File: config.mk
export PLATFORM = sky130hd
export DESIGN_NAME = lx_bus_interface
export DESIGN_NICKNAME = d
export VERILOG_FILES = /design/src/design/lx_bus_pkg.sv /design/src/design/bus_driver.sv /design/src/design/cache_driver.sv /design/src/design/line_buffer.sv /design/src/design/lx_bus_control.sv /design/src/design/lx_bus_interface.sv
export SDC_FILE = /design/constraint.sdc
export NUM_CORES = 1
export LEC_CHECK = 0
export BUFFER_PORTS_ARGS = -buffer_cell sky130_fd_sc_hd__buf_2
export CELL_PAD_IN_SITES_DETAIL_PLACEMENT = 0
export CELL_PAD_IN_SITES_GLOBAL_PLACEMENT = 2
export CORE_UTILIZATION = 31
export DETAILED_ROUTE_END_ITERATION = 10
export PLACE_DENSITY_LB_ADDON = 0.1
export SYNTH_ARGS = -nofsm -noshare
export SYNTH_HDL_FRONTEND = slang
export SYNTH_SLANG_ARGS = --single-unit
File: constraint.sdc
create_clock -name clock -period 4.1 [get_ports clock]
set_input_delay 0.205 -clock clock [delete_from_list [all_inputs] [get_ports clock]]
set_output_delay 0.205 -clock clock [all_outputs]
set_load 0.02 [all_outputs]
File: src/design/lx_bus_pkg.sv
package lx_bus_pkg;

  // datapath geometry
  localparam int DATA_WIDTH = 32;
  localparam int ADDR_WIDTH = 32;
  localparam int MSG_WIDTH = 4;
  localparam int CACHE_WORDS = 4;
  localparam int BUS_WORDS = 2;
  localparam int BEATS = CACHE_WORDS / BUS_WORDS;
  // word-offset bits cleared for a line-aligned address
  localparam int LINE_OFFSET_BITS = 2;

  // bus message codes as used on the shared bus
  typedef enum logic [MSG_WIDTH-1:0] {
    NO_REQ     = 4'd0,
    R_REQ      = 4'd1,
    WB_REQ     = 4'd2,
    RFO_BCAST  = 4'd6,
    MEM_RESP   = 4'd10,
    MEM_RESP_S = 4'd11,
    MEM_C_RESP = 4'd12
  } msg_t;

  typedef logic [DATA_WIDTH-1:0] word_t;
  typedef word_t [BUS_WORDS-1:0] beat_t;

  // one cache line seen as cache words or as bus beats
  // beat 0 holds words 0 and 1
  typedef union packed {
    word_t [CACHE_WORDS-1:0] words;
    beat_t [BEATS-1:0] beats;
  } line_t;

  typedef logic beat_index_t;

  typedef enum logic [2:0] {
    IDLE,
    READ_LINE,
    SEND_BEATS,
    RECEIVE,
    WRITE_LINE,
    WAIT_CLEAR
  } state_t;

endpackage

File: src/design/bus_driver.sv
module bus_driver
  import lx_bus_pkg::*;
(
  input  logic                  clock,
  input  logic                  reset,
  input  logic                  send_beat,
  input  logic                  respond,
  input  logic                  clear_bus,
  input  msg_t                  resp_msg,
  input  logic [ADDR_WIDTH-1:0] resp_address,
  input  beat_t                 beat_in,
  output msg_t                  bus_msg_out,
  output logic [ADDR_WIDTH-1:0] bus_address_out,
  output beat_t                 bus_data_out
);

  // all bus outputs come straight from flops
  always_ff @(posedge clock) begin
    if (reset || clear_bus) begin
      bus_msg_out     <= NO_REQ;
      bus_address_out <= '0;
      bus_data_out    <= '0;
    end else begin
      // message and address stay put while the beats go out
      if (respond) begin
        bus_msg_out     <= resp_msg;
        bus_address_out <= resp_address;
      end
      if (send_beat) begin
        bus_data_out <= beat_in;
      end
    end
  end

endmodule

File: src/design/cache_driver.sv
module cache_driver
  import lx_bus_pkg::*;
(
  input  logic                  clock,
  input  logic                  reset,
  input  logic                  cache_request,
  input  logic                  cache_write,
  input  logic                  cache_release,
  input  msg_t                  req_msg,
  input  logic [ADDR_WIDTH-1:0] req_address,
  input  line_t                 line_in,
  output msg_t                  cache_msg_out,
  output logic [ADDR_WIDTH-1:0] cache_address_out,
  output line_t                 cache_data_out
);

  logic [ADDR_WIDTH-1:0] line_address;

  // the cache only ever sees whole lines
  assign line_address = {req_address[ADDR_WIDTH-1:LINE_OFFSET_BITS],
                         {LINE_OFFSET_BITS{1'b0}}};

  always_ff @(posedge clock) begin
    if (reset || cache_release) begin
      cache_msg_out     <= NO_REQ;
      cache_address_out <= '0;
      cache_data_out    <= '0;
    end else if (cache_request || cache_write) begin
      cache_msg_out     <= req_msg;
      cache_address_out <= line_address;
      // reads carry no data
      if (cache_write) begin
        cache_data_out <= line_in;
      end else begin
        cache_data_out <= '0;
      end
    end
  end

endmodule

File: src/design/line_buffer.sv
module line_buffer
  import lx_bus_pkg::*;
(
  input  logic        clock,
  input  logic        reset,
  input  logic        store_line,
  input  logic        store_beat,
  input  beat_index_t beat_index,
  input  line_t       line_in,
  input  beat_t       beat_in,
  output line_t       line_out,
  output beat_t       beat_out
);

  line_t line_q;

  // whole line comes from the cache and single beats from the bus
  always_ff @(posedge clock) begin
    if (reset) begin
      line_q <= '0;
    end else if (store_line) begin
      for (int w = 0; w < CACHE_WORDS; w++) begin
        line_q.words[w] <= line_in.words[w];
      end
    end else if (store_beat) begin
      line_q.beats[beat_index] <= beat_in;
    end
  end

  assign line_out = line_q;

  // bypass the incoming line so beat 0 can leave on the same edge it is stored
  always_comb begin
    if (store_line) begin
      beat_out = line_in.beats[beat_index];
    end else begin
      beat_out = line_q.beats[beat_index];
    end
  end

endmodule

File: src/design/lx_bus_control.sv
module lx_bus_control
  import lx_bus_pkg::*;
(
  input  logic                  clock,
  input  logic                  reset,
  input  logic                  req_ready,
  input  msg_t                  bus_msg_in,
  input  logic [ADDR_WIDTH-1:0] bus_address_in,
  input  msg_t                  cache_msg_in,
  output logic [ADDR_WIDTH-1:0] req_address,
  output msg_t                  req_msg,
  output beat_index_t           beat_index,
  output logic                  store_line,
  output logic                  store_beat,
  output logic                  send_beat,
  output logic                  respond,
  output logic                  clear_bus,
  output logic                  cache_request,
  output logic                  cache_write,
  output logic                  cache_release
);

  state_t      state;
  beat_index_t beat_count;
  logic        read_request;
  logic        write_request;
  logic        accept;
  logic        read_done;
  logic        write_done;
  logic        bus_idle;
  logic        read_flow;
  logic        last_beat;

  // message decode
  assign read_request  = (bus_msg_in == R_REQ) || (bus_msg_in == RFO_BCAST);
  assign write_request = (bus_msg_in == WB_REQ);
  assign accept        = (state == IDLE) && req_ready && (read_request || write_request);
  assign read_done     = (cache_msg_in == MEM_RESP) || (cache_msg_in == MEM_RESP_S);
  assign write_done    = (cache_msg_in == MEM_RESP);
  assign bus_idle      = (bus_msg_in == NO_REQ);
  assign read_flow     = (req_msg == R_REQ) || (req_msg == RFO_BCAST);
  assign last_beat     = (beat_count == beat_index_t'(BEATS - 1));
  assign beat_index    = beat_count;

  always_ff @(posedge clock) begin
    if (reset) begin
      state      <= IDLE;
      beat_count <= '0;
      req_msg    <= NO_REQ;
    end else begin
      case (state)
        IDLE: begin
          if (accept) begin
            req_msg    <= bus_msg_in;
            beat_count <= '0;
            state      <= read_request ? READ_LINE : RECEIVE;
          end
        end
        READ_LINE: begin
          // beat 0 leaves together with the response
          if (read_done) begin
            beat_count <= beat_count + 1'b1;
            state      <= SEND_BEATS;
          end
        end
        SEND_BEATS: begin
          beat_count <= beat_count + 1'b1;
          if (last_beat) begin
            state <= WAIT_CLEAR;
          end
        end
        RECEIVE: begin
          beat_count <= beat_count + 1'b1;
          if (last_beat) begin
            state <= WRITE_LINE;
          end
        end
        WRITE_LINE: begin
          if (write_done) begin
            state <= WAIT_CLEAR;
          end
        end
        WAIT_CLEAR: begin
          // requester must drop its message before the next request
          if (bus_idle) begin
            state <= IDLE;
          end
        end
        default: begin
          state <= IDLE;
        end
      endcase
    end
  end

  always_ff @(posedge clock) begin
    if (accept) begin
      req_address <= bus_address_in;
    end
  end

  always_comb begin
    store_line    = 1'b0;
    store_beat    = 1'b0;
    send_beat     = 1'b0;
    respond       = 1'b0;
    clear_bus     = 1'b0;
    cache_request = 1'b0;
    cache_write   = 1'b0;
    cache_release = 1'b0;
    case (state)
      READ_LINE: begin
        cache_request = !read_done;
        store_line    = read_done;
        cache_release = read_done;
        respond       = read_done;
        send_beat     = read_done;
      end
      SEND_BEATS: send_beat = 1'b1;
      RECEIVE:    store_beat = 1'b1;
      WRITE_LINE: begin
        cache_write   = !write_done;
        cache_release = write_done;
        respond       = write_done;
      end
      // read data is gone after the last beat while a write-back ack waits for the bus
      WAIT_CLEAR: clear_bus = read_flow || bus_idle;
      default: begin
      end
    endcase
  end

endmodule

File: src/design/lx_bus_interface.sv
module lx_bus_interface
  import lx_bus_pkg::*;
(
  input  logic                  clock,
  input  logic                  reset,
  input  logic                  req_ready,
  input  msg_t                  bus_msg_in,
  input  logic [ADDR_WIDTH-1:0] bus_address_in,
  input  beat_t                 bus_data_in,
  output msg_t                  bus_msg_out,
  output logic [ADDR_WIDTH-1:0] bus_address_out,
  output beat_t                 bus_data_out,
  input  msg_t                  cache_msg_in,
  input  line_t                 cache_data_in,
  output msg_t                  cache_msg_out,
  output logic [ADDR_WIDTH-1:0] cache_address_out,
  output line_t                 cache_data_out
);

  logic [ADDR_WIDTH-1:0] req_address;
  msg_t                  req_msg;
  beat_index_t           beat_index;
  logic                  store_line;
  logic                  store_beat;
  logic                  send_beat;
  logic                  respond;
  logic                  clear_bus;
  logic                  cache_request;
  logic                  cache_write;
  logic                  cache_release;
  line_t                 buffered_line;
  beat_t                 selected_beat;

  lx_bus_control i_lx_bus_control (
    .clock          (clock),
    .reset          (reset),
    .req_ready      (req_ready),
    .bus_msg_in     (bus_msg_in),
    .bus_address_in (bus_address_in),
    .cache_msg_in   (cache_msg_in),
    .req_address    (req_address),
    .req_msg        (req_msg),
    .beat_index     (beat_index),
    .store_line     (store_line),
    .store_beat     (store_beat),
    .send_beat      (send_beat),
    .respond        (respond),
    .clear_bus      (clear_bus),
    .cache_request  (cache_request),
    .cache_write    (cache_write),
    .cache_release  (cache_release)
  );

  line_buffer i_line_buffer (
    .clock      (clock),
    .reset      (reset),
    .store_line (store_line),
    .store_beat (store_beat),
    .beat_index (beat_index),
    .line_in    (cache_data_in),
    .beat_in    (bus_data_in),
    .line_out   (buffered_line),
    .beat_out   (selected_beat)
  );

  // the cache response code is passed to the bus unchanged
  bus_driver i_bus_driver (
    .clock           (clock),
    .reset           (reset),
    .send_beat       (send_beat),
    .respond         (respond),
    .clear_bus       (clear_bus),
    .resp_msg        (cache_msg_in),
    .resp_address    (req_address),
    .beat_in         (selected_beat),
    .bus_msg_out     (bus_msg_out),
    .bus_address_out (bus_address_out),
    .bus_data_out    (bus_data_out)
  );

  cache_driver i_cache_driver (
    .clock             (clock),
    .reset             (reset),
    .cache_request     (cache_request),
    .cache_write       (cache_write),
    .cache_release     (cache_release),
    .req_msg           (req_msg),
    .req_address       (req_address),
    .line_in           (buffered_line),
    .cache_msg_out     (cache_msg_out),
    .cache_address_out (cache_address_out),
    .cache_data_out    (cache_data_out)
  );

endmodule

======== Yosys cells after proc, flatten, opt, wreduce, memory -nomap -nowiden ========
Cells that the tools add are included.
word-level totals
  register bits ........................... 430
  input port bits ......................... 235
  output and inout bits ................... 264
  word-level logic and storage cells ...... 83
operators by class
  add/sub/neg operators ................... 1
  $lt $le $gt $ge ......................... 2
  eq/ne operators ......................... 18
  muxes and demuxes ....................... 29
  reductions and logical operators ........ 21
operator list
  cell                                                             number
  128-bit 2-to-1 mux                                               3
  64-bit 2-to-1 mux                                                6
  128-bit bitwise mux                                              1
  64-bit demux with 1-bit select                                   1
  3-bit 2-to-1 mux                                                 6
  3-bit case mux with 6 select lines                               1
  2-bit by 1-bit != test with 1-bit output, second input constant  6
  4-bit by 1-bit == test with 1-bit output, second input constant  2
  4-bit by 3-bit == test with 1-bit output, second input constant  2
  4-bit == test, second input constant                             2
  1-bit logical OR                                                 8
  1-bit 2-to-1 mux                                                 7
  3-bit by 2-bit == test with 1-bit output, second input constant  2
  3-bit == test, second input constant                             2
  6-bit AND reduction                                              1
  4-bit by 2-bit == test with 1-bit output, second input constant  1
  4-bit logical NOT                                                1
  1-bit case mux with 2 select lines                               2
  3-bit by 1-bit == test with 1-bit output, second input constant  1
  1-bit logical AND                                                3
  3-bit logical NOT                                                1
  1-bit case mux with 3 select lines                               1
  3-bit AND reduction                                              1
  3-bit nonzero test                                               1
  8 further kinds                                                  9

======== Depth between registers and ports, before layout ========
  depth after elaboration ................. 7
  depth in mapped cells ................... 10
  gate-level depth less buffers ........... 5

======== Hierarchy ========
From an unflattened synthesis, not the netlist that was laid out.
second synthesis, totals
  cells, all modules ...................... 1,808
  area, all modules ....................... 18,774.3 sq um
by module, submodules not included
  module          times used  cells an instance  area each (sq um)  seq. area each (sq um)
  line_buffer     1           656                7,015.5            2,562.5
  cache_driver    1           727                6,585.1            3,243.1
  bus_driver      1           323                3,662.3            2,001.9
  lx_bus_control  1           102                1,511.4            1,121.1

======== Worst setup path before layout ========
OpenSTA, ideal clock, no wires.
  kind .................................... reg2reg
  from .................................... register i_lx_bus_control.state[2]
  to ...................................... register i_lx_bus_control.req_msg[1]
  setup time .............................. 134 ps
  arrival time ............................ 3,144 ps
  required time ........................... 3,966 ps
  setup slack ............................. 822 ps
  cell stages (with the launch flop) ...... 6
  path buffers ............................ 2
  period minus slack after synthesis ...... 3,278 ps
  cells stage by stage .................... dfxtp_1 > buf_2 > clkbuf_1 > nor4_2 > mux2i_1 > nor2_1
between the ends
  longest elaborated chain between the ends .. 4
RTL lines
  item                             line                  text
  start: declaration               lx_bus_control.sv:23  state_t state;
  start signal: assignment         lx_bus_control.sv:56  state <= read_request ? READ_LINE : RECEIVE;
  3-bit logical NOT                lx_bus_control.sv:37  assign accept = (state == IDLE) && req_ready && (read_request || write_request);
  1-bit logical AND (2 in series)  lx_bus_control.sv:37
  via i_lx_bus_control.accept      lx_bus_control.sv:27  logic accept;
  2-bit AND reduction (no line)    --
  end signal: assignment           lx_bus_control.sv:54  req_msg <= bus_msg_in;
  end: declaration                 lx_bus_control.sv:11  output msg_t req_msg,
The timed path passes the listed nets, and every way through them passes these cells.
A chain may end at the register's enable or synchronous reset.

======== Final worst setup path ========
  from .................................... register i_lx_bus_control.beat_count (netlist: i_lx_bus_control.beat_index)
  to ...................................... register i_line_buffer.line_q, in the netlist i_line_buffer.line_out[8]
between the ends
  longest elaborated chain between the ends .. 7
  elaborated cells between the ends (all ways) .. 8
  those cells by class .................... order compare (2); mux (5); reduce/logical (1)
RTL lines
  item                                                                                                               line                  text
  start: declaration                                                                                                 lx_bus_control.sv:24  beat_index_t beat_count;
  start signal: assignment                                                                                           lx_bus_control.sv:62  beat_count <= beat_count + 1'b1;
  start signal: assignment                                                                                           lx_bus_control.sv:67  beat_count <= beat_count + 1'b1;
  start signal: assignment                                                                                           lx_bus_control.sv:73  beat_count <= beat_count + 1'b1;
  1-bit by 2-bit < comparator with 1-bit output (implied by the code) / 1-bit >= comparator (equally long branches)  line_buffer.sv:26     line_q.beats[beat_index] <= beat_in;
  1-bit logical AND (implied by the code)                                                                            line_buffer.sv:26
  64-bit 2-to-1 mux (implied by the code)                                                                            line_buffer.sv:26
  64-bit demux with 1-bit select *                                                                                   --
  128-bit bitwise mux *                                                                                              line_buffer.sv:26
  128-bit 2-to-1 mux *                                                                                               line_buffer.sv:25     end else if (store_beat) begin
  128-bit 2-to-1 mux *                                                                                               line_buffer.sv:21     end else if (store_line) begin
  end: declaration                                                                                                   line_buffer.sv:15     line_t line_q;
Mark *: on every way between the ends. The rest lies on a longest branch, timed or not. The select of a mux whose other input is x is not followed.

==> results.ini <==
[outcome]
outcome = finished clean

[critical_path]
slowest_delay_ps = 900
cp-end-kind = register
path_cells = inv_1 -> o31ai_4 -> buf_4 -> o22ai_1 -> dlygate4sd3_1 -> a211oi_1
cp.arrival_ps = 3870
slowest_stage = dfxtp_4
crit_family = buffers and inverters
ff2ff_path_depth = 6
crit_buf_inv = 3
rrSetupSlack_ps = 730
path_class = register to register
path_max_fanout = 63
worstSetupStartpointType = register
worstPathRequired_ps = 4600
r2r_end = i_line_buffer.line_out[8]$_SDFFE_PP0P_
rr_startpoint = i_lx_bus_control.beat_index$_SDFFE_PP0P_

[yosys]
syn_inst = 1908
synth_seq_cells = 430
synth_compound_area_share_pct = 19.87
ys_seq_area_share_pct = 51.25
synth_top_family_by_area = compound AO/OA/AOI/OAI gates
netlist_area_sq_um = 17420
yosys_most_used_dff = dfxtp_1
synth_fa_ha_area_share_pct = 0
postSynthAreaPerCell_sq_um = 9.130
synth_edf_count = 32
synth-simple-area-share_pct = 15.38
synth_warnings = 0
async_flop_share_pct = 0
synth.distinct_cells = 45
synth_xor_area_share_pct = 0
synth_mux_area_share_pct = 8.389

[hold_path]
min-delay-start = cache_data_in[61]
min_to = i_line_buffer.line_out[61]$_SDFFE_PP0P_
hold_class = input pin to register
min_path_cells = 3

[pwr]
power_frac_comb_pct = 12.0
swShare_pct = 25.88
pwr-share-seq_pct = 42.7
pwr-share-clk_pct = 45.3
powerDensity_nw_per_um2 = 431.3
internal_power_w = 0.007612
leakage_nw = 9.023
power.switching_w = 0.002658
vdd_ir_drop_max_uv = 274.4

[clock_tree]
clockBufferDepth = 3
post_cts_buffers = 0
cts_buffers = 51
htreeDepth = 2
cts_resized = 0
holdBufCountCts = 172
clock_latency_ps = 600
clock_sinks = 430
cts_tree = yes
ctsRootBufferMaster = clkbuf_16
clk_pin_slew_ps = 60

[global_route]
grt_pass1_wl_mm = 104.0
antenna_found_initial = 16
grt_max_degree = 130
grt_use_total_pct = 24.20
grt_pass1_vias = 16448
overflow = 0

[floorplan]
rows = 86
dieHeight_um = 239.1
start_util_pct = 31.50
core_area_sq_um = 55310
ios = 499
die_area_sq_um = 57150
die_width_um = 239.1

[layout]
finalCoreUtilization_pct = 43.05
drive_gt1_share_pct = 28.40
stdcell_area_sq_um = 23810
nNetsFinal = 2717
fillers = 5631
area_growth_pct = 36.69

[placement]
gp_congestion = 0.8028
dpl-instance-area_sq_um = 20380
place_hpwl_mm = 44.85
numPortBuffers = 496
pre_cts_slack_ps = 1203

[route]
drcViolationCount = 0
post_drt_wl_per_cell_um = 21.86
routed_via_density = 5.108
drt_iter0_drc = 850
via_count = 16739
dr.pass1.iters = 5
drtAntennaViolNets = 0
drt-total-wl_mm = 71.62

[timing]
whs_ps = 35.88
fmax_mhz = 296.6
timing.final.crit_share_pct = 82.24
finalHoldViolations = 0
timing.final.ws_setup_ps = 728.0
setup_tns_ps = 0
fin_crit_ps = 3372
fin_skew_ps = 19.85
rsz0062_at_grt = no
setup_viol = 0
maxSlewHeadroom_pct = 13.11
worstMarginPinSlew_ps = 1303
drv_slew = 0

[flow_run]
maxCapViolations = 0

[routing by layer]
metal,vias up,part of all wire (%),track usage [%]
li1,7874,-,-
met1,8164,42,29.74
met2,550,48,40.61
met5,-,0.11,0
met4,12,2.8,8.800
met3,139,7.2,6.305
[registers in the layout (all words and copies together), names as in the netlist]
signal / flops
i_cache_driver.cache_data_out: 128
i_line_buffer.line_out: 128
i_bus_driver.bus_data_out: 64
i_bus_driver.bus_address_out: 32
i_lx_bus_control.req_address: 32
i_cache_driver.cache_address_out: 30
i_bus_driver.bus_msg_out: 4
i_cache_driver.cache_msg_out: 4
i_lx_bus_control.req_msg: 4
i_lx_bus_control.state: 3
i_lx_bus_control.beat_index: 1
[worst reg2reg max path, cell delays in order (launching register included)]
cell and delay (ps):
dfxtp_4 900, inv_1 340, o31ai_4 130, buf_4 760, o22ai_1 300, dlygate4sd3_1 620, a211oi_1 240
[Yosys cell counts, drive strengths merged (2+ instances only)]
cell type	number	share of area, %
nand2	518	11
dfxtp	398	46
a21oi	264	7.6
nor2	145	3.1
a211oi	130	6.7
o22ai	126	4.5
buf	98	3.3
clkbuf	78	1.7
mux4	64	8.3
edfxtp	32	5.5
nor3	8	0.29
o21ai	5	0.14
or3	5	0.18
inv	3	0.065
nand2b	3	0.11
nor2b	3	0.11
nor3b	3	0.13
a2111oi	2	0.10
mux2i	2	0.11
o211a	2	0.11
o31ai	2	0.17
[metrics by stage]
step / power (W) / instances
3_5_place_dp: 0.005542 / 3005
3_3_place_gp: 0.005531 / 3005
4_1_cts: 0.01039 / 3266
5_1_grt: 0.01065 / 3273
2_1_floorplan: 0.005076 / 1909
6_report: 0.01027 / 3277
[cell type report]
class | count | area (sq um) | area share, %
Inverter | 3 | 11.26 | 0.04729
Multi-Input combinational cell | 1300 | 7719 | 32.41
Clock buffer | 79 | 1504 | 6.316
Tap cell | 748 | 935.9 | 3.930
Antenna cell | 11 | 27.53 | 0.1156
Timing Repair Buffer | 696 | 4508 | 18.93
Clock inverter | 10 | 175.2 | 0.7356
Sequential cell | 430 | 8932 | 37.51
[power by group through the flow]
stage | Combinational [W] | Clock (W) | Sequential [W]
floorplan | 0.000613 | 0 | 0.00446
CTS | 0.00124 | 0.00476 | 0.00439
finish | 0.00123 | 0.00465 | 0.00439
global route | 0.00132 | 0.00493 | 0.00440
global placement | 0.00105 | 0 | 0.00448
detailed placement | 0.00106 | 0 | 0.00448
[logic make-up (layout without fill, tap and decap cells)]
family                 count (synthesis)  count (layout)
and+or+nand+nor                      691             691
AOI/OAI and AO/OA                    541             541
DFF                                  430             430
buffers and inverters                179             788
muxes                                 66              66
other                                  1              13
[placed cells by master, fill, tap and decap left out, types with 3 or more instances in the layout]
cell type / count
a211oi_2: 37
buf_2: 495
dfxtp_1: 397
clkbuf_16: 53
or3_1: 5
nor2b_1: 3
edfxtp_1: 32
clkbuf_8: 8
diode_2: 11
buf_4: 21
bufinv_16: 5
clkbuf_1: 18
nand2_1: 517
clkinv_2: 5
nor3_1: 6
mux4_2: 64
buf_12: 7
nor3b_1: 3
a211oi_1: 93
o22ai_1: 126
a21oi_1: 263
o21ai_0: 5
nor2_1: 145
dlygate4sd3_1: 172
[how the worst max path moves through the flow]
| stage | cells past startpoint | slack [ps] | startpoint | to |
|---|---|---|---|---|
| 2_1_floorplan | 5 | 820 | i_lx_bus_control.state[2]$_SDFFE_PP0P_ | i_lx_bus_control.req_msg[1]$_SDFFE_PP0P_ |
| 3_3_place_gp | 5 | 1250 | i_lx_bus_control.state[1]$_SDFFE_PP0P_ | i_cache_driver.cache_data_out[61]$_SDFFE_PP0P_ |
| 3_5_place_dp | 5 | 1200 | i_lx_bus_control.state[1]$_SDFFE_PP0P_ | i_cache_driver.cache_data_out[36]$_SDFFE_PP0P_ |
| 4_1_cts | 6 | 700 | i_lx_bus_control.beat_index$_SDFFE_PP0P_ | i_line_buffer.line_out[1]$_SDFFE_PP0P_ |
| 5_1_grt | 6 | 440 | i_lx_bus_control.beat_index$_SDFFE_PP0P_ | i_line_buffer.line_out[16]$_SDFFE_PP0P_ |
| 6_report | 6 | 730 | i_lx_bus_control.beat_index$_SDFFE_PP0P_ | i_line_buffer.line_out[8]$_SDFFE_PP0P_ |
No activity file was read; power rests on OpenSTA's default activity.
